$ cat src/verilog/fetch_types_pkg.sv
// Width constants and vector typedefs for addresses, words and parcels, plus the full-opcode marker
`default_nettype none

package fetch_types_pkg;

  //////////////////////////////
  // Widths
  //////////////////////////////

  localparam int unsigned XLEN   = 32;        // Address and word width of the core
  localparam int unsigned HALF_W = XLEN / 2;  // One instruction parcel

  //////////////////////////////
  // Vector types
  //////////////////////////////

  typedef logic [XLEN-1:0]   addr_t;  // Byte address
  typedef logic [XLEN-1:0]   word_t;  // Memory word or assembled instruction
  typedef logic [HALF_W-1:0] half_t;  // 16-bit instruction parcel

  //////////////////////////////
  // Encodings
  //////////////////////////////

  // A parcel whose two low bits equal this value starts a 32-bit instruction
  // Every other value marks a compressed instruction
  localparam logic [1:0] FULL_OPCODE_BITS = 2'b11;

endpackage : fetch_types_pkg

`default_nettype wire

$ cat src/verilog/fetch_ctrl_pkg.sv
// Memory access state enum and instruction format enum shared by control and aligner
`default_nettype none

package fetch_ctrl_pkg;

  // Progress of the single outstanding memory access
  typedef enum logic [1:0] {
    IDLE,          // No access in flight
    WAIT_GNT,      // Request raised and not yet granted
    WAIT_RVALID,   // Granted and the response is still to come
    WAIT_ABORTED   // Granted before a branch so the response gets dropped
  } mem_state_e;

  // Where the instruction at the PC sits in the holding registers
  typedef enum logic [1:0] {
    LINE_LOW_C,    // Compressed parcel in the lower half of the line
    LINE_FULL,     // Word-aligned 32-bit instruction filling the line
    LINE_HIGH_C,   // Compressed parcel in the upper half of the line
    STRADDLE       // Held upper half below the lower half of the next line
  } instr_fmt_e;

endpackage : fetch_ctrl_pkg

`default_nettype wire

$ cat src/verilog/fetch_addr_unit.sv
// Program counter with shared +2/+4 adder, branch load and word-aligned memory address
`default_nettype none

module fetch_addr_unit
  import fetch_types_pkg::*;
#(
  parameter addr_t RESET_PC = '0  // Start address until the first branch
) (
  input  wire logic  clk,
  input  wire logic  rst_n,
  input  wire logic  pc_load_i,        // Take the branch target
  input  wire addr_t branch_addr_i,
  input  wire logic  pc_advance_i,     // Step past the transferred instruction
  input  wire logic  step4_i,          // Full instruction when set, compressed otherwise
  input  wire logic  req_next_word_i,  // Fetch the word after the PC for a straddle
  output addr_t      pc_o,
  output addr_t      mem_addr_o
);

  addr_t pc_q;
  addr_t step;  // Adder operand
  addr_t sum;   // Single adder output shared by the PC step and the next-word address

  // The next word and a 4-byte step use the same operand and never occur together with +2
  assign step = (req_next_word_i || step4_i) ? addr_t'(4) : addr_t'(2);
  assign sum  = pc_q + step;

  // During a straddle the PC keeps the instruction's own address
  // The second word comes from the adder instead of a saved copy
  assign mem_addr_o = req_next_word_i ? {sum[XLEN-1:2], 2'b00} : {pc_q[XLEN-1:2], 2'b00};
  assign pc_o       = pc_q;

  always_ff @(posedge clk or negedge rst_n) begin
    if (!rst_n) begin
      pc_q <= RESET_PC;
    end else if (pc_load_i) begin
      pc_q <= branch_addr_i;  // Branch wins over any step
    end else if (pc_advance_i) begin
      pc_q <= sum;
    end
  end

endmodule : fetch_addr_unit

`default_nettype wire

$ cat src/verilog/instr_aligner.sv
// Line and held half-word registers with the output instruction multiplexer
`default_nettype none

module instr_aligner
  import fetch_types_pkg::*;
  import fetch_ctrl_pkg::*;
(
  input  wire logic       clk,
  input  wire logic       rst_n,
  input  wire word_t      mem_rdata_i,   // Response data from instruction memory
  input  wire logic       line_load_i,   // Capture the response into the line
  input  wire logic       hold_upper_i,  // Move the old upper half to the hold register
  input  wire logic       invalidate_i,  // Drop line and held half
  input  wire instr_fmt_e fmt_i,
  output word_t           rdata_o,
  output logic            line_valid_o,
  output logic            hold_valid_o,
  output logic            low_is_c_o,
  output logic            high_is_c_o
);

  word_t line_q;  // Last fetched word
  half_t hold_q;  // Upper half of the previous word during a straddle

  //////////////////////////////
  // Payload registers
  //////////////////////////////

  always_ff @(posedge clk) begin
    if (line_load_i) begin
      if (hold_upper_i) begin
        hold_q <= line_q[XLEN-1:HALF_W];  // Old contents before the new word lands
      end
      line_q <= mem_rdata_i;
    end
  end

  //////////////////////////////
  // Valid flags
  //////////////////////////////

  always_ff @(posedge clk or negedge rst_n) begin
    if (!rst_n) begin
      line_valid_o <= 1'b0;
      hold_valid_o <= 1'b0;
    end else if (invalidate_i) begin
      line_valid_o <= 1'b0;
      hold_valid_o <= 1'b0;
    end else if (line_load_i) begin
      line_valid_o <= 1'b1;
      hold_valid_o <= hold_upper_i;
    end else if (hold_upper_i) begin
      hold_valid_o <= 1'b0;  // Straddle consumed and the line now belongs to the PC word
    end
  end

  assign low_is_c_o  = line_q[1:0] != FULL_OPCODE_BITS;
  assign high_is_c_o = line_q[HALF_W+1:HALF_W] != FULL_OPCODE_BITS;

  // Compressed parcels leave the upper half zero
  always_comb begin
    unique case (fmt_i)
      LINE_LOW_C:  rdata_o = {{HALF_W{1'b0}}, line_q[HALF_W-1:0]};
      LINE_FULL:   rdata_o = line_q;
      LINE_HIGH_C: rdata_o = {{HALF_W{1'b0}}, line_q[XLEN-1:HALF_W]};
      STRADDLE:    rdata_o = {line_q[HALF_W-1:0], hold_q};
      default:     rdata_o = line_q;
    endcase
  end

endmodule : instr_aligner

`default_nettype wire

$ cat src/verilog/fetch_ctrl.sv
// Fetch control FSM: memory access sequencing, branch aborts, format choice and decode hand-off
`default_nettype none

module fetch_ctrl
  import fetch_ctrl_pkg::*;
(
  input  wire logic  clk,
  input  wire logic  rst_n,

  // Decode side
  input  wire logic  req_i,            // Decode wants instructions
  input  wire logic  branch_i,         // One-cycle redirect pulse
  input  wire logic  ready_i,          // Decode accepts the presented instruction
  output logic       valid_o,          // An instruction is presented

  // Memory handshake
  output logic       instr_req_o,
  input  wire logic  instr_gnt_i,
  input  wire logic  instr_rvalid_i,
  output logic       busy_o,

  // Address unit
  input  wire logic  pc_bit1_i,        // PC points at the upper half of its word
  output logic       pc_load_o,
  output logic       pc_advance_o,
  output logic       step4_o,
  output logic       req_next_word_o,

  // Aligner
  input  wire logic  line_valid_i,
  input  wire logic  hold_valid_i,
  input  wire logic  low_is_c_i,
  input  wire logic  high_is_c_i,
  output logic       line_load_o,
  output logic       hold_upper_o,
  output logic       invalidate_o,
  output instr_fmt_e fmt_o
);

  mem_state_e state_q, state_d;

  logic instr_complete;  // Whole instruction at the PC already sits in the registers
  logic need_next;       // Full instruction in the upper half waits for the following word
  logic transfer;        // Handshake with decode completes this cycle

  //////////////////////////////
  // Format and completeness
  //////////////////////////////

  always_comb begin
    if (hold_valid_i) begin
      fmt_o = STRADDLE;  // Held half implies PC bit 1 set and the next word in the line
    end else if (!pc_bit1_i) begin
      fmt_o = low_is_c_i ? LINE_LOW_C : LINE_FULL;
    end else begin
      fmt_o = LINE_HIGH_C;  // Only presented when the upper parcel really is compressed
    end
  end

  assign instr_complete = hold_valid_i || (line_valid_i && (!pc_bit1_i || high_is_c_i));
  assign need_next      = line_valid_i && pc_bit1_i && !hold_valid_i && !high_is_c_i;

  // The fetch target follows from the registers alone, so it stays put for the whole access
  assign req_next_word_o = need_next;
  assign step4_o         = (fmt_o == LINE_FULL) || (fmt_o == STRADDLE);

  assign valid_o  = (state_q == IDLE) && !branch_i && instr_complete;  // Branch cycle shows nothing
  assign transfer = valid_o && ready_i;
  assign busy_o   = (state_q != IDLE) || instr_req_o;

  //////////////////////////////
  // Access sequencing
  //////////////////////////////

  always_comb begin
    state_d      = state_q;
    instr_req_o  = 1'b0;
    pc_load_o    = 1'b0;
    pc_advance_o = 1'b0;
    line_load_o  = 1'b0;
    hold_upper_o = 1'b0;
    invalidate_o = 1'b0;

    // A redirect in any state takes the target and drops everything buffered
    if (branch_i) begin
      pc_load_o    = 1'b1;
      invalidate_o = 1'b1;
    end

    unique case (state_q)
      IDLE: begin
        if (transfer) begin
          pc_advance_o = 1'b1;
          if (fmt_o == STRADDLE) begin
            hold_upper_o = 1'b1;  // Releases the held half and keeps the line for the new PC
          end else if (fmt_o != LINE_LOW_C) begin
            invalidate_o = 1'b1;  // PC leaves this word
          end
        end else if (req_i && !branch_i && !instr_complete) begin
          instr_req_o = 1'b1;  // Current word, or the next one for a straddle
          state_d     = instr_gnt_i ? WAIT_RVALID : WAIT_GNT;
        end
      end

      WAIT_GNT: begin
        instr_req_o = 1'b1;  // Held until granted
        if (instr_gnt_i) begin
          state_d = branch_i ? WAIT_ABORTED : WAIT_RVALID;
        end
        // Without a grant a branch just retargets the request to the new PC word
      end

      WAIT_RVALID: begin
        if (instr_rvalid_i) begin
          state_d = IDLE;
          if (!branch_i) begin
            line_load_o  = 1'b1;
            hold_upper_o = need_next;  // Keep the first half of a straddling instruction
          end
        end else if (branch_i) begin
          state_d = WAIT_ABORTED;  // Response still on its way and belongs to the old path
        end
      end

      WAIT_ABORTED: begin
        if (instr_rvalid_i) begin
          // Stale data is consumed here and never loaded
          if (req_i && !branch_i) begin
            instr_req_o = 1'b1;  // PC already holds the target and the line is empty
            state_d     = instr_gnt_i ? WAIT_RVALID : WAIT_GNT;
          end else begin
            state_d = IDLE;
          end
        end
      end

      default: state_d = IDLE;
    endcase
  end

  //////////////////////////////
  // State register
  //////////////////////////////

  always_ff @(posedge clk or negedge rst_n) begin
    if (!rst_n) begin
      state_q <= IDLE;
    end else begin
      state_q <= state_d;
    end
  end

endmodule : fetch_ctrl

`default_nettype wire

$ cat src/verilog/prefetch_top.sv
// Fetch stage top level joining control, address unit and aligner to decode and memory
`default_nettype none

module prefetch_top
  import fetch_types_pkg::*;
  import fetch_ctrl_pkg::*;
#(
  parameter addr_t RESET_PC = '0
) (
  input  wire logic  clk,
  input  wire logic  rst_n,

  // Decode side
  input  wire logic  req_i,
  input  wire logic  branch_i,
  input  wire addr_t addr_i,
  input  wire logic  ready_i,
  output logic       valid_o,
  output word_t      rdata_o,
  output addr_t      addr_o,

  // Instruction memory
  output logic       instr_req_o,
  input  wire logic  instr_gnt_i,
  output addr_t      instr_addr_o,
  input  wire word_t instr_rdata_i,
  input  wire logic  instr_rvalid_i,

  output logic       busy_o
);

  logic       pc_load, pc_advance, step4, req_next_word;
  logic       line_load, hold_upper, invalidate;
  logic       line_valid, hold_valid, low_is_c, high_is_c;
  instr_fmt_e fmt;

  fetch_ctrl u_ctrl (
    .clk, .rst_n, .req_i, .branch_i, .ready_i, .valid_o,
    .instr_req_o, .instr_gnt_i, .instr_rvalid_i, .busy_o,
    .pc_bit1_i       (addr_o[1]),  // The reported address is the PC itself
    .pc_load_o       (pc_load),
    .pc_advance_o    (pc_advance),
    .step4_o         (step4),
    .req_next_word_o (req_next_word),
    .line_valid_i    (line_valid),
    .hold_valid_i    (hold_valid),
    .low_is_c_i      (low_is_c),
    .high_is_c_i     (high_is_c),
    .line_load_o     (line_load),
    .hold_upper_o    (hold_upper),
    .invalidate_o    (invalidate),
    .fmt_o           (fmt)
  );

  fetch_addr_unit #(.RESET_PC(RESET_PC)) u_addr (
    .clk, .rst_n,
    .pc_load_i       (pc_load),
    .branch_addr_i   (addr_i),
    .pc_advance_i    (pc_advance),
    .step4_i         (step4),
    .req_next_word_i (req_next_word),
    .pc_o            (addr_o),
    .mem_addr_o      (instr_addr_o)
  );

  instr_aligner u_align (
    .clk, .rst_n,
    .mem_rdata_i  (instr_rdata_i),
    .line_load_i  (line_load),
    .hold_upper_i (hold_upper),
    .invalidate_i (invalidate),
    .fmt_i        (fmt),
    .rdata_o      (rdata_o),
    .line_valid_o (line_valid),
    .hold_valid_o (hold_valid),
    .low_is_c_o   (low_is_c),
    .high_is_c_o  (high_is_c)
  );

endmodule : prefetch_top

`default_nettype wire

$ cat config.mk
export PLATFORM = sky130hd
export DESIGN_NAME = prefetch_top
export DESIGN_NICKNAME = d
export VERILOG_FILES = /design/src/verilog/fetch_types_pkg.sv /design/src/verilog/fetch_ctrl_pkg.sv /design/src/verilog/fetch_addr_unit.sv /design/src/verilog/instr_aligner.sv /design/src/verilog/fetch_ctrl.sv /design/src/verilog/prefetch_top.sv
export SDC_FILE = /design/constraint.sdc
export NUM_CORES = 1
export LEC_CHECK = 0
export BUFFER_PORTS_ARGS = -buffer_cell sky130_fd_sc_hd__buf_4
export CAP_MARGIN = 10
export CORE_MARGIN = 4
export CORE_UTILIZATION = 26
export CTS_CLUSTER_SIZE = 12
export DETAILED_ROUTE_END_ITERATION = 8
export HOLD_SLACK_MARGIN = 0.06
export PLACE_DENSITY = 0.47
export SYNTH_ARGS = -nofsm -noshare
export SYNTH_HDL_FRONTEND = slang
export SYNTH_SLANG_ARGS = --single-unit
$ cat constraint.sdc
create_clock -name clk -period 3.8 [get_ports clk]
set_input_delay 1.14 -clock clk [delete_from_list [all_inputs] [get_ports clk]]
set_output_delay 1.14 -clock clk [all_outputs]
set_load 0.03 [all_outputs]
### Word-level counts from Yosys, hierarchy flattened

Cells that the tools add are included.

* register bits: 84
* input port bits: 71
* output and inout port bits: 99
* logic and storage cells: 91

* add/subtract/negate cells: 1
* equality and inequality tests: 13
* muxes and demuxes: 43
* reduce and logical (&&, ||, !) cells: 28

Operator list (count)
* $pmux 32 s4: 1
* $mux 32: 3
* $add 32x32->32: 1
* $mux 1: 25
* $mux 2: 10
* $ne 2x2->1 const B: 6
* $logic_and 1x1->1: 9
* $eq 2x2->1 const B: 4
* $pmux 2 s4: 1
* $reduce_bool 2->1: 4
* $logic_not 1->1: 5
* $logic_or 1x1->1: 5
* $reduce_and 5->1: 1
* $eq 2x1->1 const B: 2
* $logic_not 2->1: 2
* $mux 3: 1
* $ne 3x3->1 const B: 1
* $pmux 1 s3: 1
* $reduce_bool 3->1: 1
* $pmux 1 s2: 1
* $reduce_and 2->1: 1

### Longest topological paths before layout

* depth after elaboration: 11
* depth in mapped cells: 14

### Hierarchy

A second synthesis with hierarchy kept.

* cell total of the unflattened synthesis: 505
* area, all modules: 5163.7 sq um

By module, submodules not included
* fetch_addr_unit: instances 1, cells an instance 320, area each 2625.0 sq um
* instr_aligner: instances 1, cells an instance 147, area each 2219.6 sq um
* fetch_ctrl: instances 1, cells an instance 38, area each 319.1 sq um

### Worst setup path after synthesis

No wires, ideal clock.

* path kind: reg2out
* from: register u_align.hold_valid_o
* to: output instr_addr_o[25]
* data arrival time: 3.309 ns
* data required time: 2.660 ns
* path slack: -0.649 ns
* cell stages (with the launch flop): 15
* path buffers: 3
* cells stage by stage: dfrtp_1 -> clkbuf_1 -> clkbuf_1 -> a21oi_1 -> nand2_1 -> inv_1 -> ha_1 -> inv_1 -> fa_1 -> nand2b_1 -> or4_4 -> or2_1 -> buf_6 -> nor3_2 -> xor2_1

* word-level cells in the longest chain between the ends: 7

Ends and longest elaborated chain
* start: declaration: line instr_aligner.sv:17 `output logic hold_valid_o,`
* start signal: assignment: line instr_aligner.sv:51 `hold_valid_o <= hold_upper_i;`
* $mux 2 / $logic_not 1->1 (equally long branches): line fetch_ctrl.sv:51, fetch_ctrl.sv:61
* $eq 2x1->1, or another cell as far along: line fetch_ctrl.sv:65 `assign step4_o = (fmt_o == LINE_FULL) || (fmt_o == STRADDLE);`
* $logic_or 1x1->1 / $logic_and 1x1->1 (equally long branches): line fetch_ctrl.sv:65, fetch_ctrl.sv:61
* $logic_or 1x1->1: line fetch_addr_unit.sv:25 `assign step = (req_next_word_i || step4_i) ? addr_t'(4) : addr_t'(2);`
* $mux 3: line fetch_addr_unit.sv:25
* $add 32x32->32: line fetch_addr_unit.sv:26 `assign sum = pc_q + step;`
* $mux 32 *: line fetch_addr_unit.sv:30 `assign mem_addr_o = req_next_word_i ? {sum[XLEN-1:2], 2'b00} : {pc_q[XLEN-1:2], 2'b00};`
* end: declaration: line prefetch_top.sv:25 `output addr_t instr_addr_o,`

Every way passes the cells marked *; elsewhere a longest branch is shown, timed or not.

### Worst setup path after layout

* from: register u_align.line_q[1]
* to: output instr_addr_o[19]

* word-level cells in the longest chain between the ends: 10

Ends and longest elaborated chain
* start: declaration: line instr_aligner.sv:22 `word_t line_q;`
* start signal: assignment: line instr_aligner.sv:34 `line_q <= mem_rdata_i;`
* $ne 2x2->1 *: line instr_aligner.sv:57 `assign low_is_c_o = line_q[1:0] != FULL_OPCODE_BITS;`
* $mux 1 *: line fetch_ctrl.sv:54 `fmt_o = low_is_c_i ? LINE_LOW_C : LINE_FULL;`
* $mux 2 *: line fetch_ctrl.sv:53 `end else if (!pc_bit1_i) begin`
* $mux 2 *: line fetch_ctrl.sv:51 `if (hold_valid_i) begin`
* $eq 2x1->1 / $eq 2x2->1 (equally long branches): line fetch_ctrl.sv:65
* $logic_or 1x1->1 *: line fetch_ctrl.sv:65
* $logic_or 1x1->1 *: line fetch_addr_unit.sv:25
* $mux 3 *: line fetch_addr_unit.sv:25
* $add 32x32->32 *: line fetch_addr_unit.sv:26
* $mux 32 *: line fetch_addr_unit.sv:30

Marked as above.

==> flow_summary_export.csv <==
group,metric,value,unit
synth,synth.distinct_cells,53,
pwr,p_switching,967,uW
critical_path,path_class,"flop to output pin",
synth,synth_flop_cell,"edfxtp_1",
status,violations,"negative setup slack",
synth,synthCells,506,
place,hpwl,11300,um
synth,async_flop_share,0.429,
routing,ant_nets,0,
die,io_pins,170,
pwr,ir_worst_vdd,0.220,mV
cts,clkTransAtPathRegs,60,ps
critical_path,cp.required,2660,ps
global_route,groute.usage.overall,0.146,
sta,fin_skew,8.49,ps
routing,totalWireLength,15500,um
place,port_buffers,167,
place,dp_slack,-228,ps
global_route,grt_pass1_wl,24000,um
cells_and_area,n_antenna_cell,0,
flow_run,maxCapViolations,0,
die,core-area,0.0181,mm^2
sta,rsz0062_at_grt,"true",
die,rows,49,
global_route,grt_max_degree,70,
pwr,power.share.switching,0.321,
sta,fin_ws,-396,ps
sta,drv_slew,0,
routing,drcViolationCount,0,
synth,yosysTopAreaCell,"edfxtp_1",
critical_path,cp-start-kind,"flop",
sta,final_hold_viol_count,0,
cts,cts_max_path_buffers,2,
routing,drtIter0Drc,167,
die,dieArea,0.0209,mm^2
synth,synth_seq_cells,84,
pwr,p_per_area,398,mW/mm^2
min_path,hold_path.class,"flop to flop",
global_route,antenna_found_initial,0,
routing,dr_total_vias,4524,
sta,worst_pin_slew,626,ps
global_route,first_global_vias,4543,
pwr,power,3.02,mW
routing,firstDrtPassIters,4,
synth,synth_warnings,0,
sta,setup_viol,25,
cells_and_area,syn_to_final_growth,56.5,%
cts,insertion_delay,340,ps
cells_and_area,utilization,0.418,
pwr,p_int,2.05,mW
critical_path,critPathMaxFanout,5,
synth,synth_top_area_share,0.298,
routing,wl_per_cell,16.5,um
critical_path,critPathArrivalTime,3060,ps
synth,synth.most_common_cell,"nand2_1",
die,initial_core_util,0.267,
synth,synth_edf_count,48,
cts,cts.htree.levels,3,
synth,syn_area,0.00484,mm^2
cts,cts_sinks,84,
routing,avgViaCountPerCell,4.80,
sta,hold_ws,473,ps
sta,relSlewSlack,0.582,
sta,timing.final.crit_share,1.10,
pwr,seq_power_share,0.377,
pwr,pwr-share-comb,0.287,
cts,cts_buffers,9,
critical_path,cp-end-kind,"output pin",
synth,ys_seq_area_frac,0.484,
cells_and_area,finish.net_count,784,
die,die_h,144,um
die,die-width,144,um
cts,cts-root-buf,"clkbuf_16",
synth,synth_commonest_cells,"66 x nand2_1, 48 x edfxtp_1, 45 x o21ai_0",
pwr,p_leak,3.16,nW
sta,tns,-5280,ps
sta,period_minus_slack,4200,ps
place,finalWeightedCongestion,0.788,
synth,syn_avg_cell_area,9.57,um^2
cts,cts_tree,"done",
cts,cts_hold_buf,0,
synth,synth_area_leaders,"edfxtp_1 30%, dfrtp_1 19%, xnor2_1 5.8%",
sta,fmax,0.238,GHz
cells_and_area,drive_gt1_frac,0.443,
pwr,p_clk_frac,0.336,
status,status,"finished, violations left",
global_route,grt.overflow.total,0,
cell usage in the layout (no fill, tap or decap), drive strengths merged, types with 4 or more instances in the layout:
| cell | count |
|---|---|
| a21oi | 26 |
| or3 | 4 |
| xor2 | 22 |
| o21ai | 45 |
| nor3 | 17 |
| and3 | 4 |
| inv | 11 |
| nor2 | 37 |
| buf | 233 |
| xnor2 | 32 |
| edfxtp | 48 |
| nor3b | 16 |
| nand2 | 66 |
| and4 | 4 |
| dfrtp | 36 |
| nand3 | 13 |
| nor2b | 5 |
| mux2i | 16 |
| nand4 | 24 |
| clkbuf | 9 |
| nor4 | 10 |
final timing paths:
kind | start | to | slack [ps] | cells after the start
worst max-delay path | u_align.line_q[1] | instr_addr_o[19] | -400 | 14
worst min-delay path | u_align.line_q[22] | u_align.hold_q[6] | 470 | 0
worst max register to register | u_align.line_q[1] | u_addr.pc_o[24] | -240 | 27
worst min register to register | u_align.line_q[22] | u_align.hold_q[6] | 470 | 0
max in group asynchronous | rst_n | u_addr.pc_o[1] | 2630 | 1
min in group asynchronous | rst_n | u_addr.pc_o[25] | 780 | 1
power by group through the flow:
stage	logic (mW)	clock network, mW	registers [mW]
final	0.865	1.01	1.14
after global routing	0.931	1.09	1.15
after CTS	0.857	1.06	1.14
after detailed placement	0.826	0	1.15
after global placement	0.822	0	1.15
after floorplan	0.458	0	1.18
sequential cells by signal, indices dropped and copies added (netlist names):
name and count:
u_align.hold_q 16, u_align.hold_valid_o 1, u_align.line_q 32, u_align.line_valid_o 1
u_addr.pc_o 32, u_ctrl.state_q 2
worst max-delay path: stages (launching register included):
cell and delay, ps:
edfxtp_1 390, nor2b_4 150, a21oi_2 130, nand2_2 70
inv_2 70, ha_4 130, inv_2 30, fa_2 330
nand2b_4 140, or4_4 420, or2_4 300, buf_6 140
nor2_4 120, xor2_4 150, buf_6 140
per-stage QoR:
step / std cells / cell area (um^2)
after CTS: 937 / 7360
after global routing: 943 / 7580
after detailed placement: 898 / 6680
after global placement: 898 / 6680
after floorplan: 507 / 5060
final: 943 / 7580
cell type report:
cell class | count | area [um^2]
tap | 229 | 287
fill | 1787 | 10600
multi-input combinational | 373 | 2730
clock inverter | 6 | 111
inverter | 9 | 33.8
clock buffer | 9 | 225
timing repair buffer | 233 | 1850
sequential | 84 | 2340
timing repair:
| action | in CTS | in global routing |
|---|---|---|
| endpoints found under the hold margin | 0 | 0 |
| buffers inserted | 25 | 8 |
| pin swaps | 15 | 23 |
| setup endpoints to repair | 23 | 29 |
| gates resized for setup | 40 | 36 |
kinds of logic (layout without fill, tap and decap cells):
logic type	after synthesis	count (layout)	share of synthesized area
flip-flops	84	84	0.484
buffers and inverters	50	257	0.0457
other	1	2	0.000774
AO/OA/AOI/OAI	83	83	0.0938
adder cells (fa/ha/maj)	3	3	0.00930
multiplexers	17	17	0.0354
XOR/XNOR	54	54	0.0977
AND/OR/NAND/NOR	214	214	0.234
metal layers:
layer | GRT usage | share of wire | wire, um
met5 | 0 | 0 | 0
met4 | 0.0388 | 0.011 | 175
met3 | 0.0572 | 0.095 | 1470
met2 | 0.235 | 0.48 | 7420
met1 | 0.185 | 0.42 | 6470
No activity file was read; power rests on OpenSTA's default activity.
